## config.mk

```make
export PLATFORM = sky130hd
export DESIGN_NAME = adc_rx_top
export DESIGN_NICKNAME = d
export VERILOG_FILES = /design/src/adc_rx_pkg.sv /design/src/lane_polarity.sv /design/src/frame_align.sv /design/src/adc_rx_regs.sv /design/src/adc_rx_top.sv
export VERILOG_INCLUDE_DIRS = /design/src
export SDC_FILE = /design/constraint.sdc
export NUM_CORES = 1
export LEC_CHECK = 0
export BUFFER_PORTS_ARGS = -buffer_cell sky130_fd_sc_hd__buf_4
export CORE_ASPECT_RATIO = 0.6
export CORE_MARGIN = 10
export CORE_UTILIZATION = 25
export DETAILED_ROUTE_END_ITERATION = 10
export MAX_ROUTING_LAYER = met4
export PLACE_DENSITY = 0.52
export SETUP_SLACK_MARGIN = 0.05
export SYNTH_ARGS = -nofsm -noshare
export SYNTH_HDL_FRONTEND = slang
export SYNTH_SLANG_ARGS = --single-unit
```

## constraint.sdc

```tcl
create_clock -name slow_clk -period 5.2 [get_ports slow_clk]
set_clock_uncertainty 0.1 [all_clocks]
set_input_delay 0.52 -clock slow_clk [delete_from_list [all_inputs] [get_ports slow_clk]]
set_output_delay 0.52 -clock slow_clk [all_outputs]
set_load 0.05 [all_outputs]
```

## src/adc_rx_macros.svh

```systemverilog
`ifndef ADC_RX_MACROS_SVH
`define ADC_RX_MACROS_SVH

//////////////////////////////////////////////////
// Phase alignment

// Cycles per phase-error window
`define ADC_PHASE_WINDOW 256

// Frame clock high for bits 0-3, low for bits 4-7
`define ADC_FRAME_NOMINAL 8'h0f

// Length of the SERDES reset pulse after init
`define ADC_SERDES_RST_CYCLES 3

//////////////////////////////////////////////////
// Register map, word addresses

`define ADC_REG_CTRL 3'd0
`define ADC_REG_THRESH 3'd1
`define ADC_REG_STATUS 3'd2
`define ADC_REG_ERRS 3'd3
`define ADC_REG_SNAP_LO 3'd4
`define ADC_REG_SNAP_HI 3'd5

// CTRL reset: all lanes inverted (bits 7..0), frame inverted (bit 8)
`define ADC_CTRL_RESET 9'h1ff

// Errors tolerated per window before a bitslip
`define ADC_THRESH_RESET 8'd16

`endif

```

## src/adc_rx_pkg.sv

```systemverilog
`default_nettype none

// Shared types for the slow_clk ADC receive path
package adc_rx_pkg;

	// One ADC sample as it leaves the 8:1 deserializer
	typedef logic [7:0] sample_t;

	// Eight frame-clock bits captured in one slow_clk cycle
	typedef logic [7:0] frame_word_t;

	//////////////////////////////////////////////////
	// Sample block

	// One slow_clk cycle of the eight data lanes
	// samples view: index 0 newest, index 7 oldest
	// words view: two bus words, index 0 is the low half
	typedef union packed {
		sample_t [7:0]     samples;
		logic [1:0][31:0]  words;
	} sample_block_u;

endpackage

`default_nettype wire

```

## src/lane_polarity.sv

```systemverilog
`timescale 1ns/1ns
`default_nettype none

// Stage 1 of the receive path
// Undoes P/N pin swaps on each data lane and on the frame lane
module lane_polarity (
	input wire                          slow_clk,
	input wire                          rst_done_sync,
	input wire adc_rx_pkg::sample_block_u lane_data,
	input wire adc_rx_pkg::frame_word_t   frame_data,
	input wire [7:0]                    lane_invert,
	input wire                          frame_invert,
	output adc_rx_pkg::sample_block_u   pol_block,
	output adc_rx_pkg::frame_word_t     pol_frame
);

	import adc_rx_pkg::*;

	// Corrected values ahead of the stage register
	sample_block_u corr_block;
	frame_word_t   corr_frame;

	//////////////////////////////////////////////////
	// Polarity correction

	always_comb begin
		// Lane i is one sample slot of the block
		for (int i = 0; i < 8; i++) begin
			corr_block.samples[i] = lane_data.samples[i] ^ {8{lane_invert[i]}};
		end
		// Frame lane has its own invert bit
		corr_frame = frame_data ^ {8{frame_invert}};
	end

	//////////////////////////////////////////////////
	// Stage register

	// One cycle of latency, new block every cycle
	always_ff @(posedge slow_clk) begin
		if (rst_done_sync) begin
			pol_block <= '0;
			pol_frame <= '0;
		end else begin
			pol_block <= corr_block;
			pol_frame <= corr_frame;
		end
	end

endmodule

`default_nettype wire

```

## src/frame_align.sv

```systemverilog
`timescale 1ns/1ns
`default_nettype none

`include "adc_rx_macros.svh"

// Stage 2 of the receive path
// Resets the SERDES, then checks the frame word once per cycle
// Too many misaligned frames in a window requests a bitslip
module frame_align (
	input wire                          slow_clk,
	input wire                          rst_done_sync,
	input wire adc_rx_pkg::sample_block_u pol_block,
	input wire adc_rx_pkg::frame_word_t   pol_frame,
	input wire [7:0]                    err_threshold,
	output logic                        serdes_reset,
	output logic                        bitslip,
	output logic                        locked,
	output logic [8:0]                  window_errs,
	output adc_rx_pkg::sample_block_u   sample_out,
	output logic                        sample_valid
);

	import adc_rx_pkg::*;

	localparam frame_word_t FRAME_NOMINAL = `ADC_FRAME_NOMINAL;

	// SERDES reset sequencer
	logic [1:0] rst_cnt;

	// Window position and errors seen so far in it
	logic [7:0] win_cnt;
	logic [7:0] err_cnt;

	logic       frame_err;
	logic [8:0] err_total;
	logic       win_last;

	//////////////////////////////////////////////////
	// Window bookkeeping

	assign frame_err = (pol_frame != FRAME_NOMINAL);

	// Count including the current cycle, 0 to 256
	assign err_total = {1'b0, err_cnt} + {8'd0, frame_err};

	assign win_last = (win_cnt == 8'(`ADC_PHASE_WINDOW - 1));

	//////////////////////////////////////////////////
	// SERDES reset and phase alignment

	always_ff @(posedge slow_clk) begin
		if (rst_done_sync) begin
			// SERDES stays in reset while init is incomplete
			serdes_reset <= 1'b1;
			rst_cnt      <= '0;
			win_cnt      <= '0;
			err_cnt      <= '0;
			bitslip      <= 1'b0;
			locked       <= 1'b0;
			window_errs  <= '0;
		end else begin
			// Bitslip is a single-cycle request
			bitslip <= 1'b0;

			if (serdes_reset) begin
				rst_cnt <= rst_cnt + 2'd1;
				if (rst_cnt == 2'(`ADC_SERDES_RST_CYCLES - 1)) begin
					serdes_reset <= 1'b0;
				end
			end else begin
				// Window runs from the first cycle out of reset
				win_cnt <= win_cnt + 8'd1;

				if (win_last) begin
					err_cnt     <= '0;
					window_errs <= err_total;
					// Lock follows each window result
					locked      <= (err_total <= {1'b0, err_threshold});
					// Slip one bit and try the next phase
					bitslip     <= (err_total > {1'b0, err_threshold});
				end else begin
					err_cnt <= err_total[7:0];
				end
			end
		end
	end

	//////////////////////////////////////////////////
	// Sample output

	// Data path register, one cycle behind pol_block
	always_ff @(posedge slow_clk) begin
		sample_out <= pol_block;
	end

	// Samples only count when the lanes are aligned
	assign sample_valid = locked && !serdes_reset;

endmodule

`default_nettype wire

```

## src/adc_rx_regs.sv

```systemverilog
`timescale 1ns/1ns
`default_nettype none

`include "adc_rx_macros.svh"

// Wishbone classic slave for the receive path
// Control and threshold out, status, errors and sample snapshot in
module adc_rx_regs (
	input wire                          slow_clk,
	input wire                          rst_done_sync,

	// Wishbone classic, word addressed
	input wire                          wb_cyc,
	input wire                          wb_stb,
	input wire                          wb_we,
	input wire [2:0]                    wb_adr,
	input wire [31:0]                   wb_dat_w,
	output logic [31:0]                 wb_dat_r,
	output logic                        wb_ack,

	// From frame_align
	input wire                          bitslip,
	input wire                          locked,
	input wire [8:0]                    window_errs,
	input wire adc_rx_pkg::sample_block_u sample_out,
	input wire                          sample_valid,

	// To the pipeline stages
	output logic [7:0]                  lane_invert,
	output logic                        frame_invert,
	output logic [7:0]                  err_threshold
);

	import adc_rx_pkg::*;

	// CTRL bits 7..0 lane mask, bit 8 frame invert
	logic [8:0]    ctrl_q;
	logic [7:0]    thresh_q;

	// Wrapping count of bitslip pulses
	logic [7:0]    slip_cnt;

	// Last block seen with sample_valid
	sample_block_u snap;

	logic          wb_req;
	logic [31:0]   rd_data;

	// New cycle, not yet acknowledged
	assign wb_req = wb_cyc && wb_stb && !wb_ack;

	assign lane_invert   = ctrl_q[7:0];
	assign frame_invert  = ctrl_q[8];
	assign err_threshold = thresh_q;

	//////////////////////////////////////////////////
	// Read mux

	always_comb begin
		case (wb_adr)
			`ADC_REG_CTRL:    rd_data = {23'd0, ctrl_q};
			`ADC_REG_THRESH:  rd_data = {24'd0, thresh_q};
			`ADC_REG_STATUS:  rd_data = {16'd0, slip_cnt, 7'd0, locked};
			`ADC_REG_ERRS:    rd_data = {23'd0, window_errs};
			`ADC_REG_SNAP_LO: rd_data = snap.words[0];
			`ADC_REG_SNAP_HI: rd_data = snap.words[1];
			// Unmapped addresses
			default:          rd_data = 32'd0;
		endcase
	end

	//////////////////////////////////////////////////
	// Handshake, control registers, slip counter

	always_ff @(posedge slow_clk) begin
		if (rst_done_sync) begin
			wb_ack   <= 1'b0;
			ctrl_q   <= `ADC_CTRL_RESET;
			thresh_q <= `ADC_THRESH_RESET;
			slip_cnt <= '0;
		end else begin
			// Ack exactly one cycle after the request
			wb_ack <= wb_req;

			if (bitslip) begin
				slip_cnt <= slip_cnt + 8'd1;
			end

			// Write lands on the same edge that raises ack
			if (wb_req && wb_we) begin
				case (wb_adr)
					`ADC_REG_CTRL:   ctrl_q   <= wb_dat_w[8:0];
					`ADC_REG_THRESH: thresh_q <= wb_dat_w[7:0];
					// Read-only and unmapped, ignored
					default: ;
				endcase
			end
		end
	end

	//////////////////////////////////////////////////
	// Read data and snapshot

	always_ff @(posedge slow_clk) begin
		// Valid while wb_ack is high
		if (wb_req) begin
			wb_dat_r <= rd_data;
		end
		if (sample_valid) begin
			snap <= sample_out;
		end
	end

endmodule

`default_nettype wire

```

## src/adc_rx_top.sv

```systemverilog
`timescale 1ns/1ns
`default_nettype none

// Receive path top: polarity stage, alignment stage, register block
// Input block reaches sample_out two cycles later
module adc_rx_top (
	input wire                          slow_clk,
	input wire                          rst_done_sync,

	// Deserialized lanes, one block per cycle
	input wire adc_rx_pkg::sample_block_u lane_data,
	input wire adc_rx_pkg::frame_word_t   frame_data,

	// Wishbone classic
	input wire                          wb_cyc,
	input wire                          wb_stb,
	input wire                          wb_we,
	input wire [2:0]                    wb_adr,
	input wire [31:0]                   wb_dat_w,
	output logic [31:0]                 wb_dat_r,
	output logic                        wb_ack,

	// Back to the SERDES primitives
	output logic                        serdes_reset,
	output logic                        bitslip,

	// Qualified samples
	output adc_rx_pkg::sample_block_u   sample_out,
	output logic                        sample_valid
);

	import adc_rx_pkg::*;

	// Stage 1 to stage 2
	sample_block_u pol_block;
	frame_word_t   pol_frame;

	// Register block to the stages
	logic [7:0]    lane_invert;
	logic          frame_invert;
	logic [7:0]    err_threshold;

	// Alignment status to the register block
	logic          locked;
	logic [8:0]    window_errs;

	//////////////////////////////////////////////////
	// Pipeline

	lane_polarity u_pol (
		.slow_clk      (slow_clk),
		.rst_done_sync (rst_done_sync),
		.lane_data     (lane_data),
		.frame_data    (frame_data),
		.lane_invert   (lane_invert),
		.frame_invert  (frame_invert),
		.pol_block     (pol_block),
		.pol_frame     (pol_frame)
	);

	frame_align u_align (
		.slow_clk      (slow_clk),
		.rst_done_sync (rst_done_sync),
		.pol_block     (pol_block),
		.pol_frame     (pol_frame),
		.err_threshold (err_threshold),
		.serdes_reset  (serdes_reset),
		.bitslip       (bitslip),
		.locked        (locked),
		.window_errs   (window_errs),
		.sample_out    (sample_out),
		.sample_valid  (sample_valid)
	);

	//////////////////////////////////////////////////
	// Software access

	adc_rx_regs u_regs (
		.slow_clk      (slow_clk),
		.rst_done_sync (rst_done_sync),
		.wb_cyc        (wb_cyc),
		.wb_stb        (wb_stb),
		.wb_we         (wb_we),
		.wb_adr        (wb_adr),
		.wb_dat_w      (wb_dat_w),
		.wb_dat_r      (wb_dat_r),
		.wb_ack        (wb_ack),
		.bitslip       (bitslip),
		.locked        (locked),
		.window_errs   (window_errs),
		.sample_out    (sample_out),
		.sample_valid  (sample_valid),
		.lane_invert   (lane_invert),
		.frame_invert  (frame_invert),
		.err_threshold (err_threshold)
	);

endmodule

`default_nettype wire

```

==> results.sh, run 1 <==
export IMPL_cts_tree="yes"
export IMPL_seqPwrFrac=0.481
export IMPL_chipWidth_um=277
export IMPL_multiInputGateArea_mm2=0.00291
export IMPL_crit_arrival_ns=3.50
export IMPL_ir_worst_vdd_mv=0.199
export IMPL_grt_max_degree=88
export IMPL_crit_fanout=3
export IMPL_drive_above_1_share=0.273
export IMPL_crit_family="simple AND/OR/NAND/NOR gates"
export IMPL_hpwl_mm=17.8
export IMPL_drc=0
export IMPL_r2r_start="u_pol.pol_frame[5]"
export IMPL_maxCapViolCount=0
export IMPL_post_cts_setup_buffers=0
export IMPL_hold_path_end="u_regs.ctrl_q[8]"
export IMPL_die_area_mm2=0.0482
export IMPL_gp_congestion=0.806
export IMPL_r2r_slack_ns=2.07
export IMPL_grt_pass1_vias=6406
export IMPL_finalMaxSlewViolations=0
export IMPL_syn_nets=906
export IMPL_nFillCells=3947
export IMPL_worst_path_buf_inv=1
export IMPL_hold_buffers=0
export IMPL_swShare=0.240
export IMPL_reg2reg_to="u_align.locked"
export IMPL_grt_usage=0.104
export IMPL_rows=56
export IMPL_syn_to_final_growth_pct=29.2
export IMPL_hp_class="primary input to flop"
export IMPL_first_pass_iters=4
export IMPL_wl_mm=24.9
export IMPL_internal_power_uw=3890
export IMPL_synth_ff_type="dfxtp_1"
export IMPL_ant_nets=0
export IMPL_dpl_worst_slack_ns=2.08
export IMPL_syn_avg_cell_area_um2=12.7
export IMPL_antenna_found_initial=1
export IMPL_hp_start="wb_dat_w[8]"
export IMPL_numPortBuffers=188
export IMPL_clk_pin_slew_ns=0.07
export IMPL_seq_area_frac_synth=0.680
export IMPL_synth_cell_area_mm2=0.00990
export IMPL_dr_total_vias=6078
export IMPL_drt_iter0_drc=280
export IMPL_die_h_um=174
export IMPL_whs_ns=0.0919
export IMPL_cts_sinks=288
export IMPL_dp_cells=1456
export IMPL_switching_power_uw=1230
export IMPL_synthArstFlopShare=0
export IMPL_powerDensity_mw_per_mm2=400
export IMPL_relSlewSlack=0.237
export IMPL_seqCellArea_mm2=0.00673
export IMPL_ys_types=50
export IMPL_yosys_register_bits=288
export IMPL_hold_viol=0
export IMPL_synth_cells=781
export IMPL_yosysWarnings=0
export IMPL_mostFrequentLayoutCell="buf_4"
export IMPL_coreArea_mm2=0.0391
export IMPL_vias_per_cell=4.03
export IMPL_cp_slowest_stage_delay_ns=0.41
export IMPL_rsz0062_at_grt="false"
export IMPL_fin_cells=1508
export IMPL_setup_tns_ns=0
export IMPL_fmax_mhz=320
export IMPL_crit_path_end_kind="flop"
export IMPL_clk_insertion_delay_late_ns=0.56
export IMPL_wl_per_cell_um=16.5
export IMPL_numCtsBuffers=28
export IMPL_min_path_cells=3
export IMPL_cp_common_cell="ha_1"
export IMPL_synth_edf_count=96
export IMPL_cp_cell_sequence="nor4_1, nand2_1, ha_1, ha_1, nand3_2, nor2_1, xnor2_1, inv_1, ha_1, a21o_1, a211oi_1, a211oi_1, nor3_2"
export IMPL_root_buffer="clkbuf_16"
export IMPL_setup_ws_ns=2.07
export IMPL_leakagePower_uw=0.00505
export IMPL_r2r_worst_path_cells=13
export IMPL_final_cell_mix="buf_4 (193), dfxtp_1 (192), nor2_1 (124)"
export IMPL_grt_first_pass_wirelength_mm=38.6
export IMPL_power_share_combinational=0.097
export IMPL_clkPwrFrac=0.422
export IMPL_tightest_slew_ns=1.14
export IMPL_clock_path_buffers=3
export IMPL_start_util=0.253
export IMPL_pin_count=212
export IMPL_status="finished, final reports clean"
export IMPL_critPathSlowestCell="a211oi_1"
export IMPL_critPathLaunchType="flop"
export IMPL_cts_resized=0
export IMPL_overflow=0
export IMPL_p_total_uw=5120
export IMPL_finalSetupViolations=0
export IMPL_fin_crit_ns=3.13
export IMPL_htree_levels=1
export IMPL_finalCritPeriodShare=0.602
export IMPL_worstSetupPathType="flop to flop"
export IMPL_nets=1089
export IMPL_worst_ep_required_time_ns=5.57
[routing by layer]
metal  up-vias  GRT usage  part of all wire
met5         -          -                 0
met4         0     0.0181             0.015
met3        30     0.0351             0.075
met2       168      0.153              0.43
met1      2869      0.137              0.48
li1       3011          -                 -
[flip-flops by register name, indices dropped and copies added, names as in the netlist]
| register | cells |
|---|---|
| u_align.sample_out | 64 |
| u_pol.pol_block | 64 |
| u_regs.snap | 64 |
| u_regs.wb_dat_r | 32 |
| u_align.window_errs | 9 |
| u_regs.ctrl_q | 9 |
| u_align.err_cnt | 8 |
| u_align.win_cnt | 8 |
| u_pol.pol_frame | 8 |
| u_regs.err_threshold | 8 |
| u_regs.slip_cnt | 8 |
| u_align.rst_cnt | 2 |
| u_align.bitslip | 1 |
| u_align.locked | 1 |
| u_align.serdes_reset | 1 |
| u_regs.wb_ack | 1 |
[worst max-delay path by stage]
stage,start,to,depth (start not counted)
final,u_pol.pol_frame[5],u_align.locked,13
after detailed placement,u_pol.pol_frame[5],u_align.locked,13
after global placement,u_pol.pol_frame[5],u_align.locked,13
after global routing,u_pol.pol_frame[5],u_align.locked,13
after CTS,u_pol.pol_frame[5],u_align.locked,13
after floorplan,u_align.serdes_reset,u_regs.snap[0],2
[cells in the mapped netlist, drive strengths merged, types with 2 or more instances]
cell    count  area share
dfxtp     192        0.39
nor2      124       0.047
edfxtp     96        0.29
xnor2      78       0.069
nand2      55       0.022
mux2i      34       0.034
buf        20       0.014
clkbuf     20      0.0077
a22oi      17       0.013
inv        16      0.0061
o21ai      14      0.0071
ha         13       0.016
a21oi      12      0.0083
xor2       11      0.0097
nand3b     10      0.0080
o22ai       9      0.0057
a211oi      6      0.0046
mux2        6      0.0068
nand3       6      0.0035
or3         5      0.0032
nand4       4      0.0025
nor2b       4      0.0028
and2        3      0.0024
and3        3      0.0024
nand2b      3      0.0019
nor3        3      0.0030
a21o        2      0.0015
and4        2      0.0018
mux4        2      0.0046
nor3b       2      0.0025
nor4        2      0.0013
[cell type report]
| type | count | share of cell area |
|---|---|---|
| flip-flops and latches | 288 | 0.526 |
| multi-input cells | 437 | 0.227 |
| repair buffers | 193 | 0.113 |
| clock buffers | 35 | 0.0593 |
| well taps | 522 | 0.0511 |
| clock inverters | 16 | 0.0181 |
| inverters | 16 | 0.00470 |
| diodes | 1 | 0.000196 |
[power groups by stage]
stage	logic, uW	registers, uW	clock network (uW)
after floorplan	170	2650	0
after global placement	501	2510	0
final	498	2460	2160
after detailed placement	505	2510	0
after global routing	536	2470	2330
after CTS	507	2460	2230
[metrics by stage]
stage	util	cell area, um^2
after global placement	0.302	11800
after global routing	0.327	12800
after detailed placement	0.302	11800
after CTS	0.327	12800
final	0.327	12800
after floorplan	-	9900
[worst min-delay path, stage by stage]
cell	delay, ns
buf_4	0.08
nand2_1	0.04
nand3b_1	0.07
[cell families (layout without fill, tap and decap cells)]
group,count (synthesis),in the layout,synth area share
DFF,288,288,0.680
and+or+nand+nor,228,228,0.106
xor gates and xnor gates,89,89,0.0788
AOI/OAI and AO/OA,65,65,0.0461
buffers and inverters,56,260,0.0273
muxes,42,42,0.0458
adders and majority gates,13,13,0.0164
other,0,1,0
No activity file was read; power rests on OpenSTA's default activity.
==> inputs of run 2 (changes only) <==
- PLACE_DENSITY: 0.52 -> 0.53
- clock period: 5.2 -> 2.7 ns (I/O delays scaled with it)
==> results.sh, run 2 (synthesis results as in run 1) <==
export IMPL_setup_ws_ns=0.0958
export IMPL_drc=0
export IMPL_wl_per_cell_um=16.4
export IMPL_finalCritPeriodShare=0.965
export IMPL_hp_class="primary input to flop"
export IMPL_mostFrequentLayoutCell="buf_4"
export IMPL_grt_pass1_vias=6576
export IMPL_die_area_mm2=0.0482
export IMPL_leakagePower_uw=0.00552
export IMPL_worst_ep_required_time_ns=3.04
export IMPL_setup_tns_ns=0
export IMPL_worstSetupPathType="flop to flop"
export IMPL_nets=1196
export IMPL_die_h_um=174
export IMPL_cts_sinks=288
export IMPL_startpoint="u_pol.pol_frame[5]"
export IMPL_gp_congestion=0.817
export IMPL_power_share_combinational=0.108
export IMPL_design_area_mm2=0.0140
export IMPL_overflow=0
export IMPL_tightest_slew_ns=0.747
export IMPL_grt_max_degree=54
export IMPL_relSlewSlack=0.501
export IMPL_worstSetupEndpoint="u_align.bitslip"
export IMPL_wl_mm=26.5
export IMPL_hold_viol=0
export IMPL_crit_arrival_ns=2.95
export IMPL_dpl_worst_slack_ns=-0.255
export IMPL_coreArea_mm2=0.0391
export IMPL_syn_to_final_growth_pct=41.4
export IMPL_ir_worst_vdd_mv=0.417
export IMPL_grt_first_pass_wirelength_mm=40.2
export IMPL_status="finished, final reports clean"
export IMPL_crit_fanout=3
export IMPL_clock_path_buffers=3
export IMPL_cts_tree="yes"
export IMPL_dp_cells=1480
export IMPL_numPortBuffers=188
export IMPL_reg2reg_to="u_align.bitslip"
export IMPL_clk_insertion_delay_late_ns=0.56
export IMPL_crit_path_end_kind="flop"
export IMPL_vias_per_cell=4.00
export IMPL_pin_count=212
export IMPL_hpwl_mm=18.7
export IMPL_top_regs="u_align.sample_out x64, u_pol.pol_block x64, u_regs.snap x64"
export IMPL_finalSetupViolations=0
export IMPL_internal_power_uw=7540
export IMPL_switching_power_uw=2450
export IMPL_clkPwrFrac=0.417
export IMPL_swShare=0.245
export IMPL_antenna_found_initial=3
export IMPL_drive_above_1_share=0.294
export IMPL_seqPwrFrac=0.476
export IMPL_critPathLaunchType="flop"
export IMPL_chipWidth_um=277
export IMPL_rows=56
export IMPL_r2r_slack_ns=0.1
export IMPL_first_pass_iters=4
export IMPL_root_buffer="clkbuf_16"
export IMPL_numCtsBuffers=28
export IMPL_r2r_worst_path_cells=13
export IMPL_start_util=0.253
export IMPL_grt_usage=0.109
export IMPL_clk_pin_slew_ns=0.07
export IMPL_powerDensity_mw_per_mm2=714
export IMPL_fin_crit_ns=2.60
export IMPL_maxCapViolCount=0
export IMPL_dr_total_vias=6481
export IMPL_htree_levels=1
export IMPL_place_area_mm2=0.0120
export IMPL_final_util=0.358
export IMPL_ant_nets=0
export IMPL_fin_cells=1619
export IMPL_finalMaxSlewViolations=0
export IMPL_drt_iter0_drc=303
export IMPL_rsz0062_at_grt="true"
export IMPL_r2r_start="u_pol.pol_frame[5]"
export IMPL_fmax_mhz=384
export IMPL_final_cell_mix="buf_4 (218), dfxtp_1 (190), nor2_1 (122)"
-- run 2: cell count changes in the layout (fill, tap and decap cells not counted), sizes merged --
| cell | change |
|---|---|
| buf | +26 |
| diode | +3 |
| dlygate4sd3 | +81 |
| clkinvlp | +2 |
| inv | +3 |
| clkbuf | -4 |
-- run 2: final cells by class --
| class | instances | area, um^2 |
|---|---|---|
| Tap cell | 522 | 653 |
| Inverter | 16 | 60.1 |
| Multi-Input combinational cell | 437 | 3080 |
| Fill cell | 3820 | 25100 |
| Antenna cell | 4 | 10.0 |
| Clock buffer | 31 | 722 |
| Sequential cell | 288 | 6730 |
| Timing Repair Buffer | 300 | 2470 |
| Clock inverter | 21 | 269 |
-- run 2: what timing repair did --
action / 4_1_cts / 5_1_grt
setup endpoints to repair: 2 / 2
endpoints found under the hold margin: 89 / 0
buffers inserted: 1 / 1
hold buffers: 81 / 0
gates resized for setup: 22 / 9
pin swaps: 16 / 11
-- run 2: through the flow --
stage                     power, uW  hold WS [ns]
after floorplan                5430         0.210
after global placement         5800         0.210
after detailed placement       5810         0.212
after CTS                     10200       0.00712
after global routing          10400        0.0486
final                          9990        0.0419
-- run 2: per-layer routing --
metal	up-vias	GRT usage	share of wire
met5	-	-	0
met4	0	0.0221	0.019
met3	32	0.0283	0.058
met2	148	0.162	0.44
met1	3061	0.147	0.49
li1	3240	-	-
-- run 2: power groups by stage --
stage / Combinational (uW) / Sequential (uW) / Clock (uW)
2_1_floorplan: 330 / 5100 / 0
4_1_cts: 1080 / 4750 / 4320
6_report: 1070 / 4750 / 4160
3_3_place_gp: 956 / 4840 / 0
5_1_grt: 1150 / 4770 / 4480
3_5_place_dp: 963 / 4850 / 0
-- run 2: worst max-delay path: stages (launching register included) --
cell and delay [ns]:
dfxtp_2 0.32, nor4_4 0.29, nand2_2 0.12, ha_4 0.19, ha_4 0.16, nand3_2 0.08
nor2_2 0.05, xnor2_2 0.16, inv_2 0.07, ha_4 0.28, a21o_1 0.12, a211oi_2 0.09
buf_4 0.16, a2111oi_4 0.33
-- run 2: worst min path at each step --
stage                        startpoint                     end  slack (ns)  cells past startpoint
floorplan            u_pol.pol_block[0]   u_align.sample_out[0]        0.21                      0
global placement     u_pol.pol_block[1]   u_align.sample_out[1]        0.21                      0
detailed placement  u_pol.pol_block[63]  u_align.sample_out[63]        0.21                      0
CTS                           wb_adr[1]      u_regs.wb_dat_r[6]       0.007                      2
global route                  wb_adr[1]      u_regs.wb_dat_r[1]        0.05                      2
finish                        wb_adr[1]      u_regs.wb_dat_r[1]        0.04                      2
==> inputs of run 3 (changes only) <==
==> constraint.sdc (replaced) <==
create_clock -name slow_clk -period 2.7 [get_ports slow_clk]
set_clock_uncertainty 0.1 [all_clocks]
set_input_delay 0 -clock slow_clk [delete_from_list [all_inputs] [get_ports slow_clk]]
set_output_delay 0 -clock slow_clk [all_outputs]
set_load 0.05 [all_outputs]
==> results.sh, run 3 (synthesis results as in run 1) <==
export IMPL_coreArea_mm2=0.0391
export IMPL_finalMaxSlewViolations=0
export IMPL_critPathSlowestCell="dfxtp_2"
export IMPL_start_util=0.253
export IMPL_switching_power_uw=2410
export IMPL_overflow=0
export IMPL_ant_nets=0
export IMPL_clkPwrFrac=0.424
export IMPL_cp_common_cell="ha_4"
export IMPL_nFillCells=3851
export IMPL_hp_class="primary input to flop"
export IMPL_hpwl_mm=18.6
export IMPL_dr_total_vias=6598
export IMPL_ir_worst_vdd_mv=0.390
export IMPL_mostFrequentLayoutCell="buf_4"
export IMPL_whs_ns=0.131
export IMPL_vias_per_cell=4.03
export IMPL_fmax_mhz=386
export IMPL_power_share_combinational=0.105
export IMPL_worstSetupPathType="flop to flop"
export IMPL_root_buffer="clkbuf_16"
export IMPL_critPathLaunchType="flop"
export IMPL_maxCapViolCount=0
export IMPL_worst_ep_required_time_ns=3.06
export IMPL_final_cell_mix="buf_4 (213), dfxtp_1 (191), nor2_1 (123)"
export IMPL_clk_pin_slew_ns=0.07
export IMPL_dp_cells=1476
export IMPL_grt_usage=0.111
export IMPL_clock_path_buffers=3
export IMPL_wl_mm=26.7
export IMPL_grt_pass1_vias=6882
export IMPL_syn_to_final_growth_pct=43.6
export IMPL_internal_power_uw=7710
export IMPL_pin_count=212
export IMPL_crit_path_end_kind="flop"
export IMPL_powerDensity_mw_per_mm2=713
export IMPL_drt_iter0_drc=267
export IMPL_drive_above_1_share=0.277
export IMPL_finalCritPeriodShare=0.960
export IMPL_hold_viol=0
export IMPL_numCtsBuffers=28
export IMPL_seqPwrFrac=0.471
export IMPL_relSlewSlack=0.406
export IMPL_status="finished, final reports clean"
export IMPL_crit_fanout=3
export IMPL_grt_max_degree=59
export IMPL_antenna_found_initial=3
export IMPL_nets=1215
export IMPL_fin_cells=1637
export IMPL_rsz0062_at_grt="true"
export IMPL_finalSetupViolations=0
export IMPL_die_h_um=174
export IMPL_die_area_mm2=0.0482
export IMPL_clk_insertion_delay_late_ns=0.55
export IMPL_gp_congestion=0.803
export IMPL_cp_cell_sequence="nor4_4, nand2_2, ha_4, ha_4, nand3_2, nor2_1, xnor2_1, inv_1, ha_4, a21o_1, a211oi_2, buf_4, a2111oi_4"
export IMPL_first_pass_iters=5
export IMPL_rows=56
export IMPL_grt_first_pass_wirelength_mm=41.4
export IMPL_swShare=0.238
export IMPL_drc=0
export IMPL_tightest_slew_ns=0.890
export IMPL_leakagePower_uw=0.00563
export IMPL_cp_slowest_stage_delay_ns=0.32
export IMPL_cts_tree="yes"
export IMPL_numPortBuffers=188
export IMPL_top_regs="u_align.sample_out x64, u_pol.pol_block x64, u_regs.snap x64"
export IMPL_cts_sinks=288
export IMPL_chipWidth_um=277
export IMPL_fin_crit_ns=2.59
export IMPL_htree_levels=1
export IMPL_crit_arrival_ns=2.95
export IMPL_wl_per_cell_um=16.3
run 3: cell count changes in the layout (fill, tap and decap cells not counted), sizes merged:
cell         previous run  this run
clkbuf                 31        35
diode                   4         3
clkinvlp                3         1
bufinv                  5         6
clkinv                  8         9
buf                   219       215
inv                    21        17
dlygate4sd3            81       104
run 3: metrics by stage:
stage               setup TNS [ns]  utilization  instance area [um^2]  setup WS [ns]  total power (uW)
CTS                              0        0.363                 14200         0.0213             10300
detailed placement          -0.376        0.306                 12000         -0.224              5810
floorplan                        0            -                  9900         0.0761              5430
global route                -0.150        0.364                 14200        -0.0775             10600
global placement            -0.303        0.306                 12000         -0.152              5790
finish                           0        0.364                 14200          0.109             10100
run 3: cell type report:
| type | count | area, um^2 | area share |
|---|---|---|---|
| clock buffers | 35 | 768 | 0.0540 |
| well taps | 522 | 653 | 0.0459 |
| clock inverters | 17 | 259 | 0.0182 |
| flip-flops and latches | 288 | 6730 | 0.473 |
| multi-input cells | 437 | 3060 | 0.215 |
| inverters | 16 | 60.1 | 0.00422 |
| diodes | 3 | 7.51 | 0.000528 |
| repair buffers | 319 | 2680 | 0.189 |
run 3: power groups by stage:
stage          clock, uW  sequential, uW  combinational [uW]
2_1_floorplan          0            5100                 330
3_3_place_gp           0            4860                 932
3_5_place_dp           0            4860                 942
4_1_cts             4460            4770                1080
5_1_grt             4620            4790                1150
6_report            4290            4770                1070
run 3: repair_timing:
action / CTS / global route
endpoints found under the hold margin: 113 / 0
setup endpoints to repair: 2 / 3
cloned: 0 / 0
buffers inserted: 1 / 1
hold buffers: 105 / 0
pin swaps: 13 / 7
resized for setup: 20 / 4
run 3: final timing paths:
kind                        from                      to  slack, ns  cells after the start
max           u_pol.pol_frame[6]         u_align.bitslip       0.11                     13
min                 lane_data[0]      u_pol.pol_block[0]       0.13                      4
max reg2reg   u_pol.pol_frame[6]         u_align.bitslip       0.11                     13
min reg2reg  u_pol.pol_block[52]  u_align.sample_out[52]       0.22                      0
run 3: worst max-delay path, delay by kind of cell, from the launching register on:
family                     cells  cell delay (ns)
and+or+nand+nor                4             0.52
AOI/OAI and AO/OA              3             0.51
xor gates and xnor gates       1             0.17
DFF                            1             0.32
buffers and inverters          2             0.27
adders and majority gates      3             0.62
run 3: metal layers:
| metal | part of all wire | global-route usage | up-vias |
|---|---|---|---|
| met2 | 0.44 | 0.170 | 187 |
| met4 | 0.016 | 0.0199 | 0 |
| li1 | - | - | 3267 |
| met5 | 0 | - | - |
| met3 | 0.067 | 0.0319 | 30 |
| met1 | 0.48 | 0.146 | 3114 |
